--- src/design/sprite_pkg.sv ---
// sprite engine constants and shared record/bus types, referenced by scoped name
package sprite_pkg;

    // ====================
    // sizes and geometry
    // ====================
    localparam int num_sprites   = 64;
    localparam int attr_bytes    = 256;
    localparam int line_width    = 256;
    localparam int sprite_size   = 16;
    localparam int gfx_rom_bytes = 65536;

    // record decode offsets
    localparam int y_base = 240;
    localparam int x_bias = 128;

    // pen that leaves the line buffer untouched
    localparam logic [3:0] trans_pen = 4'd0;

    // ====================
    // host bus
    // ====================
    localparam int axil_aw = 18;
    localparam int axil_dw = 32;

    localparam logic [1:0] resp_okay   = 2'd0;
    localparam logic [1:0] resp_slverr = 2'd2;

    // address bits 17:16
    localparam logic [1:0] region_attr = 2'd0;
    localparam logic [1:0] region_gfx  = 2'd1;
    localparam logic [1:0] region_line = 2'd2;

    // one decoded sprite list entry
    typedef struct packed {
        logic [8:0] tile;
        logic [8:0] x_pos;
        logic [7:0] y_pos;
        logic [3:0] colour;
        logic       flip_x;
        logic       flip_y;
    } sprite_attr_t;

    // target 0 is attribute RAM, 1 is graphics ROM
    typedef struct packed {
        logic        valid;
        logic        target;
        logic [15:0] addr;
        logic [7:0]  data;
    } mem_wr_t;

    typedef struct packed {
        logic       valid;
        logic [7:0] x;
    } line_rd_t;

    typedef struct packed {
        logic                 awvalid;
        logic [axil_aw-1:0]   awaddr;
        logic                 wvalid;
        logic [axil_dw-1:0]   wdata;
        logic [axil_dw/8-1:0] wstrb;
        logic                 bready;
        logic                 arvalid;
        logic [axil_aw-1:0]   araddr;
        logic                 rready;
    } axil_req_t;

    typedef struct packed {
        logic               awready;
        logic               wready;
        logic               bvalid;
        logic [1:0]         bresp;
        logic               arready;
        logic               rvalid;
        logic [axil_dw-1:0] rdata;
        logic [1:0]         rresp;
    } axil_rsp_t;

    typedef struct packed {
        logic [3:0] colour;
        logic [3:0] pen;
    } pixel_t;

endpackage

--- src/design/axil_sprite_port.sv ---
// AXI4-Lite slave that turns host accesses into sprite engine memory writes and pixel reads
`timescale 1ns/1ps

module axil_sprite_port (
    input  logic                  clk_sys,
    input  logic                  reset,
    input  sprite_pkg::axil_req_t axil_req,
    output sprite_pkg::axil_rsp_t axil_rsp,
    input  logic                  busy,
    output sprite_pkg::mem_wr_t   mem_wr,
    output sprite_pkg::line_rd_t  line_rd,
    input  sprite_pkg::pixel_t    pixel
);

    logic [1:0] wr_region;
    logic [1:0] rd_region;
    logic       wr_ok;
    logic       wr_fire;
    logic       arready;
    logic       rd_fire;

    logic       bvalid;
    logic [1:0] bresp;
    logic       rd_wait;
    logic       rd_is_line;
    logic       rvalid;
    logic [1:0] rresp;
    logic [sprite_pkg::axil_dw-1:0] rdata;

    assign wr_region = axil_req.awaddr[17:16];
    assign rd_region = axil_req.araddr[17:16];
    assign wr_ok     = (wr_region == sprite_pkg::region_attr) ||
                       (wr_region == sprite_pkg::region_gfx);

    // aw and w taken together and held off by a pending response or engine activity
    assign wr_fire = axil_req.awvalid && axil_req.wvalid && !bvalid && !busy;
    assign arready = !rd_wait && !rvalid && !busy;
    assign rd_fire = axil_req.arvalid && arready;

    // ====================
    // internal requests
    // ====================
    always_comb begin
        mem_wr.valid  = wr_fire && axil_req.wstrb[0] && wr_ok;
        mem_wr.target = (wr_region == sprite_pkg::region_gfx);
        mem_wr.addr   = axil_req.awaddr[15:0];
        mem_wr.data   = axil_req.wdata[7:0];
        line_rd.valid = rd_fire && (rd_region == sprite_pkg::region_line);
        line_rd.x     = axil_req.araddr[7:0];
    end

    // ====================
    // write response
    // ====================
    always_ff @(posedge clk_sys) begin
        if (reset) begin
            bvalid <= 1'b0;
        end else if (wr_fire) begin
            bvalid <= 1'b1;
        end else if (axil_req.bready) begin
            bvalid <= 1'b0;
        end
    end

    always_ff @(posedge clk_sys) begin
        if (wr_fire) begin
            bresp <= wr_ok ? sprite_pkg::resp_okay : sprite_pkg::resp_slverr;
        end
    end

    // ====================
    // read response
    // ====================
    // one wait cycle while the line buffer answers
    always_ff @(posedge clk_sys) begin
        if (reset) begin
            rd_wait <= 1'b0;
            rvalid  <= 1'b0;
        end else begin
            rd_wait <= rd_fire;
            if (rd_wait) begin
                rvalid <= 1'b1;
            end else if (axil_req.rready) begin
                rvalid <= 1'b0;
            end
        end
    end

    always_ff @(posedge clk_sys) begin
        if (rd_fire) begin
            rd_is_line <= (rd_region == sprite_pkg::region_line);
        end
        if (rd_wait) begin
            rdata <= rd_is_line ? {{(sprite_pkg::axil_dw - 8){1'b0}}, pixel} : '0;
            rresp <= rd_is_line ? sprite_pkg::resp_okay : sprite_pkg::resp_slverr;
        end
    end

    always_comb begin
        axil_rsp.awready = wr_fire;
        axil_rsp.wready  = wr_fire;
        axil_rsp.bvalid  = bvalid;
        axil_rsp.bresp   = bresp;
        axil_rsp.arready = arready;
        axil_rsp.rvalid  = rvalid;
        axil_rsp.rdata   = rdata;
        axil_rsp.rresp   = rresp;
    end

    // responses are held until the master takes them
    a_bvalid_hold: assert property (@(posedge clk_sys) disable iff (reset)
        bvalid && !axil_req.bready |=> bvalid);
    a_rvalid_hold: assert property (@(posedge clk_sys) disable iff (reset)
        rvalid && !axil_req.rready |=> rvalid);

endmodule

--- config.mk ---
export PLATFORM = sky130hd
export DESIGN_NAME = axil_sprite_port
export DESIGN_NICKNAME = d
export VERILOG_FILES = /design/src/design/sprite_pkg.sv /design/src/design/axil_sprite_port.sv
export SDC_FILE = /design/constraint.sdc
export NUM_CORES = 1
export LEC_CHECK = 0
export BUFFER_PORTS_ARGS = -buffer_cell sky130_fd_sc_hd__buf_2
export CAP_MARGIN = 30
export CELL_PAD_IN_SITES_DETAIL_PLACEMENT = 1
export CELL_PAD_IN_SITES_GLOBAL_PLACEMENT = 2
export CORE_AREA = 2 2 100 102
export DETAILED_ROUTE_END_ITERATION = 10
export DIE_AREA = 0 0 102 104
export PLACE_DENSITY_LB_ADDON = 0.2
export SETUP_SLACK_MARGIN = 0.02
export SYNTH_ARGS = -nofsm -noshare
export SYNTH_HDL_FRONTEND = slang
export SYNTH_SLANG_ARGS = --single-unit
--- constraint.sdc ---
create_clock -name clk_sys -period 1.1 [get_ports clk_sys]
set_clock_uncertainty 0.1 [all_clocks]
set_input_delay 0.11 -clock clk_sys [delete_from_list [all_inputs] [get_ports clk_sys]]
set_output_delay 0.11 -clock clk_sys [all_outputs]
set_load 0.01 [all_outputs]
==> flow_metrics.env <==
export IMPL_multiInputGateArea_um2=282
export IMPL_synthFlopType="edfxtp_1"
export IMPL_grt_pass1_vias=606
export IMPL_p_total_mw=1.27
export IMPL_p_sw_mw=0.323
export IMPL_numCtsBuffers=3
export IMPL_maxSlewViolCount=0
export IMPL_cap_violations=0
export IMPL_p_int_mw=0.946
export IMPL_insertion_delay_ps=250
export IMPL_p_sw_share_pct=25.5
export IMPL_final_cells=251
export IMPL_critPathArrivalTime_ps=1180
export IMPL_grt_max_degree=11
export IMPL_finalCritPeriodShare_pct=127
export IMPL_route_vias_total=604
export IMPL_cts_root_buf="clkbuf_8"
export IMPL_rsz0062_at_grt="yes"
export IMPL_gr_total_overflow=0
export IMPL_area_growth_pct=21.9
export IMPL_worstSetupEndpointType="output pin"
export IMPL_grt_pass1_wl_um=3220
export IMPL_firstDrtPassIters=2
export IMPL_rows=36
export IMPL_fin_area_um2=1250
export IMPL_dp_cells=238
export IMPL_antenna_found_initial=0
export IMPL_ys_types=15
export IMPL_whs_path_depth=3
export IMPL_htreeDepth=1
export IMPL_core_um2=9550
export IMPL_path_clk_slew_ps=60
export IMPL_cts_tree="done"
export IMPL_gr_usage_all_layers_pct=4.06
export IMPL_place_area_um2=1030
export IMPL_syn_avg_cell_area_um2=10.1
export IMPL_ys_warn_count=0
export IMPL_outcome="complete, but fails checks"
export IMPL_start_util_pct=10.8
export IMPL_drive_above_1_share_pct=52.5
export IMPL_die_h_um=104
export IMPL_dieWidth_um=102
export IMPL_syn_inst=102
export IMPL_post_route_util_pct=13.1
export IMPL_num_nets_final=207
export IMPL_nFillCells=1143
export IMPL_io_pins=164
export IMPL_synth_fa_ha_area_share_pct=0
export IMPL_synthXorXnorAreaFrac_pct=0
export IMPL_min_period_ps=1390
export IMPL_cts_buffer_depth=2
export IMPL_seqCellArea_um2=394
export IMPL_routed_wl_um=2370
export IMPL_timing_hold_ws_ps=16.8
export IMPL_start_kind="flip-flop"
export IMPL_crit_type="flip-flop to output pin"
export IMPL_yosysSeqAreaShare_pct=37.9
export IMPL_portBuffers=38
export IMPL_hold_path_class="input pin to flip-flop"
export IMPL_setup_ws_ps=-295
export IMPL_worstPathMaxFanout=2
export IMPL_gp_congestion=0.651
export IMPL_drtAntennaViolNets=0
export IMPL_synth_edf_count=11
export IMPL_diodes=0
export IMPL_p_leak_nw=0.543
export IMPL_synth_compound_area_share_pct=0.972
export IMPL_violations="negative setup slack"
export IMPL_hold_viol=0
export IMPL_wl_per_cell_um=9.45
export IMPL_ys_ff_latch=14
export IMPL_remaining_drc_errors=0
export IMPL_seq_power_share_pct=47.0
export IMPL_pwr_density_cell_nw_per_um2=1010
export IMPL_hpwl_um=1840
export IMPL_max_freq_mhz=717
export IMPL_pwr_share_clk_pct=35.3
export IMPL_final_common_cell="buf_2"
export IMPL_rr_worst_depth=2
export IMPL_layout_common_cells="buf_2, conb_1, edfxtp_1"
export IMPL_peakVddDrop_mv=0.351
export IMPL_die_area_um2=10600
export IMPL_critPathRequiredTime_ps=890
export IMPL_setup_viol=7
export IMPL_synth_top_family_by_area="buffers and inverters"
export IMPL_place_ws_ps=-85.0
export IMPL_syn_cell_area_um2=1030
export IMPL_setup_tns_ps=-1050
export IMPL_synthMuxAreaShare_pct=0
export IMPL_async_reset_ff_share_pct=0
export IMPL_via_per_inst=2.41
export IMPL_pwr_share_comb_pct=17.7
export IMPL_cts_sinks=14
export IMPL_synth_simple_gate_area_share_pct=13.4
export IMPL_drt_iter0_drc=12
## power groups by stage
stage                     clock network (mW)  logic (mW)  registers, mW
after CTS                              0.482       0.202          0.599
after global placement                     0       0.161          0.610
after floorplan                            0       0.275          0.619
after detailed placement                   0       0.163          0.611
final                                  0.448       0.224          0.597
after global routing                   0.500       0.245          0.599
## cells by family after synthesis
group	after synthesis
AO/OA/AOI/OAI	2
other	1
flip-flops	14
AND/OR/NAND/NOR	18
buffers and inverters	67
## area by class of cell
type                    count  share of cell area, %
well taps                 133                   13.3
flip-flops and latches     14                   31.4
inverters                   3                   1.10
clock buffers               3                   3.29
repair buffers             51                   28.2
multi-input cells          46                   22.4
clock inverters             1                  0.299
## cell usage after synthesis (2+ instances only)
master    instances  area (µm²)
dfxtp_1           3        60.1
buf_4            63         473
and2_1            9        56.3
a21oi_1           2        10.0
nor2b_1           2        12.5
inv_1             3        11.3
edfxtp_1         11         330
nand2b_1          2        12.5
## routing by layer
| layer | global-route usage, % | part of all wire [%] |
|---|---|---|
| met1 | 3.77 | 35 |
| met2 | 6.48 | 45 |
| met3 | 3.02 | 16 |
| met4 | 2.00 | 3.4 |
| met5 | 0 | 0 |
## critical path, cell delays in order, from the launching register on
cell     delay [ps]
dfxtp_2         330
nor4b_4         310
and2_1          170
buf_2           120
## sequential cells by signal, summed over array words and instances, names as in the netlist
signal and count:
rdata 8, rresp 1, rd_is_line 1, rd_wait 1, rvalid 1, bresp 1, bvalid 1
## timing repair
item                                   CTS  global route
setup endpoints to repair                8            26
buffers inserted                         4             3
hold buffers                             2             0
gates resized for setup                 13             6
pin swaps                                2             1
endpoints found under the hold margin    3             0
gates cloned                             0             1
## worst paths after layout
path | startpoint | to | slack (ps)
worst min register to register | bvalid | bvalid | 500
worst max-delay path | rd_wait | line_rd[8] | -290
worst max register to register | rd_wait | rd_is_line | -90
worst min-delay path | axil_req[20] | bvalid | 20
(Power assumes the default switching activity.)
