===== config.mk =====
export PLATFORM = sky130hd
export DESIGN_NAME = sprite_list_copier
export DESIGN_NICKNAME = d
export VERILOG_FILES = /design/src/design/sprite_pkg.sv /design/src/design/sprite_list_copier.sv
export SDC_FILE = /design/constraint.sdc
export NUM_CORES = 2
export LEC_CHECK = 0
export ABC_CLOCK_PERIOD_IN_PS = 6290
export BUFFER_PORTS_ARGS = -buffer_cell sky130_fd_sc_hd__buf_2
export CORE_MARGIN = 8
export CORE_UTILIZATION = 40
export DETAILED_ROUTE_END_ITERATION = 8
export SLEW_MARGIN = 30
export SYNTH_ARGS = -nofsm -noshare
export SYNTH_HDL_FRONTEND = slang
export SYNTH_SLANG_ARGS = --single-unit

===== constraint.sdc =====
create_clock -name clk_sys -period 6.29 [get_ports clk_sys]
set_input_delay 0.3145 -clock clk_sys [delete_from_list [all_inputs] [get_ports clk_sys]]
set_output_delay 0.3145 -clock clk_sys [all_outputs]
set_load 0.05 [all_outputs]

===== src/design/sprite_pkg.sv =====
// sprite engine constants and shared record/bus types, referenced by scoped name
package sprite_pkg;

    // ====================
    // sizes and geometry
    // ====================
    localparam int num_sprites   = 64;
    localparam int attr_bytes    = 256;
    localparam int line_width    = 256;
    localparam int sprite_size   = 16;
    localparam int gfx_rom_bytes = 65536;

    // record decode offsets
    localparam int y_base = 240;
    localparam int x_bias = 128;

    // pen that leaves the line buffer untouched
    localparam logic [3:0] trans_pen = 4'd0;

    // ====================
    // host bus
    // ====================
    localparam int axil_aw = 18;
    localparam int axil_dw = 32;

    localparam logic [1:0] resp_okay   = 2'd0;
    localparam logic [1:0] resp_slverr = 2'd2;

    // address bits 17:16
    localparam logic [1:0] region_attr = 2'd0;
    localparam logic [1:0] region_gfx  = 2'd1;
    localparam logic [1:0] region_line = 2'd2;

    // one decoded sprite list entry
    typedef struct packed {
        logic [8:0] tile;
        logic [8:0] x_pos;
        logic [7:0] y_pos;
        logic [3:0] colour;
        logic       flip_x;
        logic       flip_y;
    } sprite_attr_t;

    // target 0 is attribute RAM, 1 is graphics ROM
    typedef struct packed {
        logic        valid;
        logic        target;
        logic [15:0] addr;
        logic [7:0]  data;
    } mem_wr_t;

    typedef struct packed {
        logic       valid;
        logic [7:0] x;
    } line_rd_t;

    typedef struct packed {
        logic                 awvalid;
        logic [axil_aw-1:0]   awaddr;
        logic                 wvalid;
        logic [axil_dw-1:0]   wdata;
        logic [axil_dw/8-1:0] wstrb;
        logic                 bready;
        logic                 arvalid;
        logic [axil_aw-1:0]   araddr;
        logic                 rready;
    } axil_req_t;

    typedef struct packed {
        logic               awready;
        logic               wready;
        logic               bvalid;
        logic [1:0]         bresp;
        logic               arready;
        logic               rvalid;
        logic [axil_dw-1:0] rdata;
        logic [1:0]         rresp;
    } axil_rsp_t;

    typedef struct packed {
        logic [3:0] colour;
        logic [3:0] pen;
    } pixel_t;

endpackage


===== src/design/sprite_list_copier.sv =====
// attribute RAM and sprite table, copies and decodes all 64 records on each frame start
`timescale 1ns/1ps

module sprite_list_copier (
    input  logic                     clk_sys,
    input  logic                     reset,
    input  sprite_pkg::mem_wr_t      mem_wr,
    input  logic                     frame_start,
    input  logic                     line_busy,
    output logic                     frame_busy,
    input  logic [5:0]               table_idx,
    output sprite_pkg::sprite_attr_t table_entry
);

    typedef enum logic [1:0] {
        c_idle,
        c_read,
        c_last
    } copy_state_t;

    copy_state_t state;
    logic [6:0]  copy_idx;
    logic [1:0]  byte_sel;

    logic [7:0] attr_ram [sprite_pkg::attr_bytes];
    logic [7:0] attr_q;
    logic [7:0] rec_y;
    logic [7:0] rec_tile;
    logic [7:0] rec_flags;

    sprite_pkg::sprite_attr_t sprite_table [sprite_pkg::num_sprites];
    sprite_pkg::sprite_attr_t new_entry;

    assign frame_busy = (state != c_idle);

    // host writes one port, the copy reads the other
    always_ff @(posedge clk_sys) begin
        if (mem_wr.valid && !mem_wr.target) begin
            attr_ram[mem_wr.addr[7:0]] <= mem_wr.data;
        end
        attr_q <= attr_ram[{copy_idx[5:0], byte_sel}];
    end

    // ====================
    // copy FSM
    // ====================
    // four reads per record, then one table write
    always_ff @(posedge clk_sys) begin
        if (reset) begin
            state    <= c_idle;
            copy_idx <= '0;
            byte_sel <= '0;
        end else begin
            case (state)
                c_idle: begin
                    if (frame_start && !line_busy) begin
                        state    <= c_read;
                        copy_idx <= '0;
                        byte_sel <= '0;
                    end
                end
                c_read: begin
                    byte_sel <= byte_sel + 2'd1;
                    if (byte_sel == 2'd3) begin
                        state <= c_last;
                    end
                end
                default: begin
                    copy_idx <= copy_idx + 7'd1;
                    if (copy_idx == 7'(sprite_pkg::num_sprites - 1)) begin
                        state <= c_idle;
                    end else begin
                        state <= c_read;
                    end
                end
            endcase
        end
    end

    // byte 3 arrives in c_last and goes straight into the entry
    always_comb begin
        new_entry.tile   = {rec_flags[1], rec_tile};
        new_entry.x_pos  = {rec_flags[0], attr_q} - 9'(sprite_pkg::x_bias);
        new_entry.y_pos  = rec_y;
        new_entry.colour = rec_flags[7:4];
        new_entry.flip_x = rec_flags[2];
        new_entry.flip_y = rec_flags[3];
    end

    // attr_q lags the read address by one byte
    always_ff @(posedge clk_sys) begin
        if (state == c_read) begin
            case (byte_sel)
                2'd1: rec_y <= 8'(sprite_pkg::y_base) - attr_q;
                2'd2: rec_tile <= attr_q;
                2'd3: rec_flags <= attr_q;
                default: ;
            endcase
        end
        if (state == c_last) begin
            sprite_table[copy_idx[5:0]] <= new_entry;
        end
        table_entry <= sprite_table[table_idx];
    end

    // the copy ends on entry 63 and never runs past it
    a_idx_range: assert property (@(posedge clk_sys) disable iff (reset)
        frame_busy |-> copy_idx < 7'(sprite_pkg::num_sprites));

endmodule


==> out/results.tsv <==
metric	value	unit
Mapped Area	0.159	sq mm
Mapped Nets	7792	
Num CTS Buffers	409	
area leader, netlist	edfxtp_1	
core area	0.396	sq mm
initial antenna violation count	5	
Clock Sinks	4171	
Max Cap Viol	0	
Final Max Tran Viols	0	
endpoint type of the worst setup path	flip-flop	
drt total wl	405	mm
crit path max fanout	32	
Critical Path Start Type	flip-flop	
fin worst setup slack	2.01	ns
peak supply drop	247	uV
first-pass GRT wire length	576	mm
Yosys reg bits	4171	
Post-Synthesis Cells	7751	
post-synthesis xor/xnor area fraction	0.000605	
Die Y	647	um
synthesized-area fraction occupied by adder cells	0.000393	
clock skew	0.0454	ns
most common cell after layout, fill and taps aside	edfxtp_1	
H-tree Lvls	5	
status	completed	
CTS tree	done	
buffers inserted by post-CTS timing repair	0	
fin nets	8085	
I/O pin cnt	69	
Total Negative Setup Slacks	0	ns
Req. time, crit path	7.09	ns
worst skew pair latency	0.98	ns
final hold vios	0	
Pleak	54.8	nW
cts-stage hold buffer count	14	
synthesis warning total	0	
vias per cell	5.72	
via count	78019	
mux share of post-synthesis cell area	0.155	
# setup viols final	0	
Port-buffer cells	60	
Routed Antenna Nets	0	
arrival time at the worst endpoint	5.07	ns
worst hold path type	input port to flip-flop	
area of the die	0.419	sq mm
unrepaired setup endpoints after global routing	false	
post-synth top area share	0.777	
simple-gate area share of the yosys netlist	0.0206	
Pre-Repair DR Iteration Count	6	
WL/cell	29.7	um
top cells by area, synth	edfxtp_1, mux4_2, mux2i_1	
Pwr Density	316	mW/mm^2
GP Congestion	0.818	
fillers	32904	
ys async rst share	0	
GRT Residual Overflow	0	
Rel. slew slack	0.316	
vias in the first global route	78613	
share of layout cells above drive strength 1	0.199	
area grow syn2layout	13.7	%
Iter 0 DRT Violations	8381	
Site Rows	231	
Post-route DRC	0	
clock root cell	clkbuf_16	
Synth Flop Type	edfxtp_1	
Post-Place Worst Slack	1.95	ns
Chip Width	647	um
hpwl dp	234	mm
commonest cells after routing, fill and taps aside	edfxtp_1, mux2i_1, mux4_2	
Hold Path Stages	4	
Worst Reg2Reg Path Length in Cells	7	
largest family of logic cells by synthesized area	multiplexers	
post-CTS sizing	0	
Tmin final	4.28	ns
clk buf depth	4	
syn_area_per_cell	20.5	sq um
critical path class	flip-flop to flip-flop	
Tot GR Track Use	0.188	
crit share post-route	0.680	
fmax	0.234	GHz
Post-synth EDFFs	4120	
initial core utilization	0.402	
clock transition at the registers of the reported paths	0.07	ns
largest net degree at the start of global routing	165	
pin slew with the least headroom to its limit	1.02	ns
Synth Area in Compound Gates	0.0278	
sequential cell area fraction in the yosys report	0.783	
Netlist cell types	43	
cell families after synthesis:
group,Yosys count
DFF,4171
muxes,1720
and+or+nand+nor,710
AOI/OAI and AO/OA,683
buffers and inverters,451
xor gates and xnor gates,11
adders and majority gates,5
synthesized netlist by cell type (2+ instances only):
| library cell | number |
|---|---|
| edfxtp_1 | 4120 |
| mux2i_1 | 1080 |
| mux4_2 | 585 |
| o22ai_1 | 539 |
| nor2_1 | 391 |
| buf_2 | 182 |
| clkbuf_1 | 173 |
| nor4_1 | 104 |
| nand2_1 | 82 |
| buf_1 | 69 |
| mux2_2 | 55 |
| a22oi_1 | 52 |
| dfxtp_1 | 51 |
| nor2b_1 | 40 |
| nand3_1 | 34 |
| o211ai_1 | 28 |
| o31ai_1 | 27 |
| a31oi_1 | 24 |
| buf_4 | 15 |
| nor3_1 | 10 |
| a2111oi_0 | 8 |
| nand2b_1 | 7 |
| and2_1 | 6 |
| buf_6 | 6 |
| inv_1 | 6 |
| nand4bb_1 | 6 |
| xnor2_1 | 6 |
| ha_1 | 5 |
| xor2_1 | 5 |
| nand3b_1 | 4 |
| nand4_1 | 4 |
| nand4b_1 | 4 |
| nor3b_1 | 4 |
| or4b_2 | 4 |
| a21oi_1 | 3 |
| or2_2 | 3 |
| and3_1 | 2 |
| and3b_1 | 2 |
final cells by class:
| type | count | area (sq um) | share of cell area |
|---|---|---|---|
| timing repair buffer | 327 | 3160 | 0.0174 |
| tap | 5242 | 6560 | 0.0362 |
| antenna | 5 | 12.5 | 0.0000691 |
| inverter | 6 | 25.0 | 0.000138 |
| sequential | 4171 | 125000 | 0.689 |
| clock buffer | 509 | 10800 | 0.0597 |
| clock inverter | 247 | 2610 | 0.0144 |
| multi-input combinational | 3129 | 33200 | 0.183 |
critical path: stages, from the launching register on:
cell and delay, ns:
dfxtp_4 0.99, buf_4 0.61, mux2i_1 0.27, o22ai_1 0.12
nor4_1 0.70, a31oi_1 0.35, a2111oi_0 0.86, nand3_1 0.14
layer usage:
metal	vias up	wire [um]	track usage
met5	-	0	0
met4	0	12000	0.0543
met3	594	27300	0.0265
met2	3004	198000	0.313
met1	41675	168000	0.259
li1	32746	-	-
per-stage QoR:
step | util | total power, mW | instance area, sq um | instances | hold WS, ns
2_1_floorplan | - | 32.4 | 159000 | 7751 | 0.386
3_3_place_gp | 0.422 | 33.3 | 167000 | 12840 | 0.608
3_5_place_dp | 0.423 | 33.3 | 167000 | 12855 | 0.598
4_1_cts | 0.457 | 57.6 | 181000 | 13625 | 0.000786
5_1_grt | 0.457 | 58.8 | 181000 | 13632 | 0.0457
6_report | 0.457 | 57.3 | 181000 | 13636 | 0.0244
sequential cells by signal (all words and copies together) (netlist names):
register      cells
attr_q            8
attr_ram       2048
byte_sel          2
copy_idx          7
rec_flags         8
rec_tile          8
rec_y             8
sprite_table   2048
state             2
table_entry      32
power breakdown:
part	internal [mW]	leakage [nW]	switching [mW]
logic	0.819	10.8	1.41
registers	30.4	37.4	0.0376
clock network	14.1	6.56	10.5
total	45.3	54.8	12.0
final timing paths:
path                             from                        to  slack, ns
max          byte_sel[0]$_SDFFE_PP0P_         attr_q[2]$_DFF_P_       2.01
min reg2reg  copy_idx[6]$_SDFFE_PP0P_  copy_idx[6]$_SDFFE_PP0P_       0.60
max reg2reg  byte_sel[0]$_SDFFE_PP0P_         attr_q[2]$_DFF_P_       2.01
min                       frame_start  copy_idx[4]$_SDFFE_PP0P_       0.02
No activity file was read; power rests on OpenSTA's default activity.
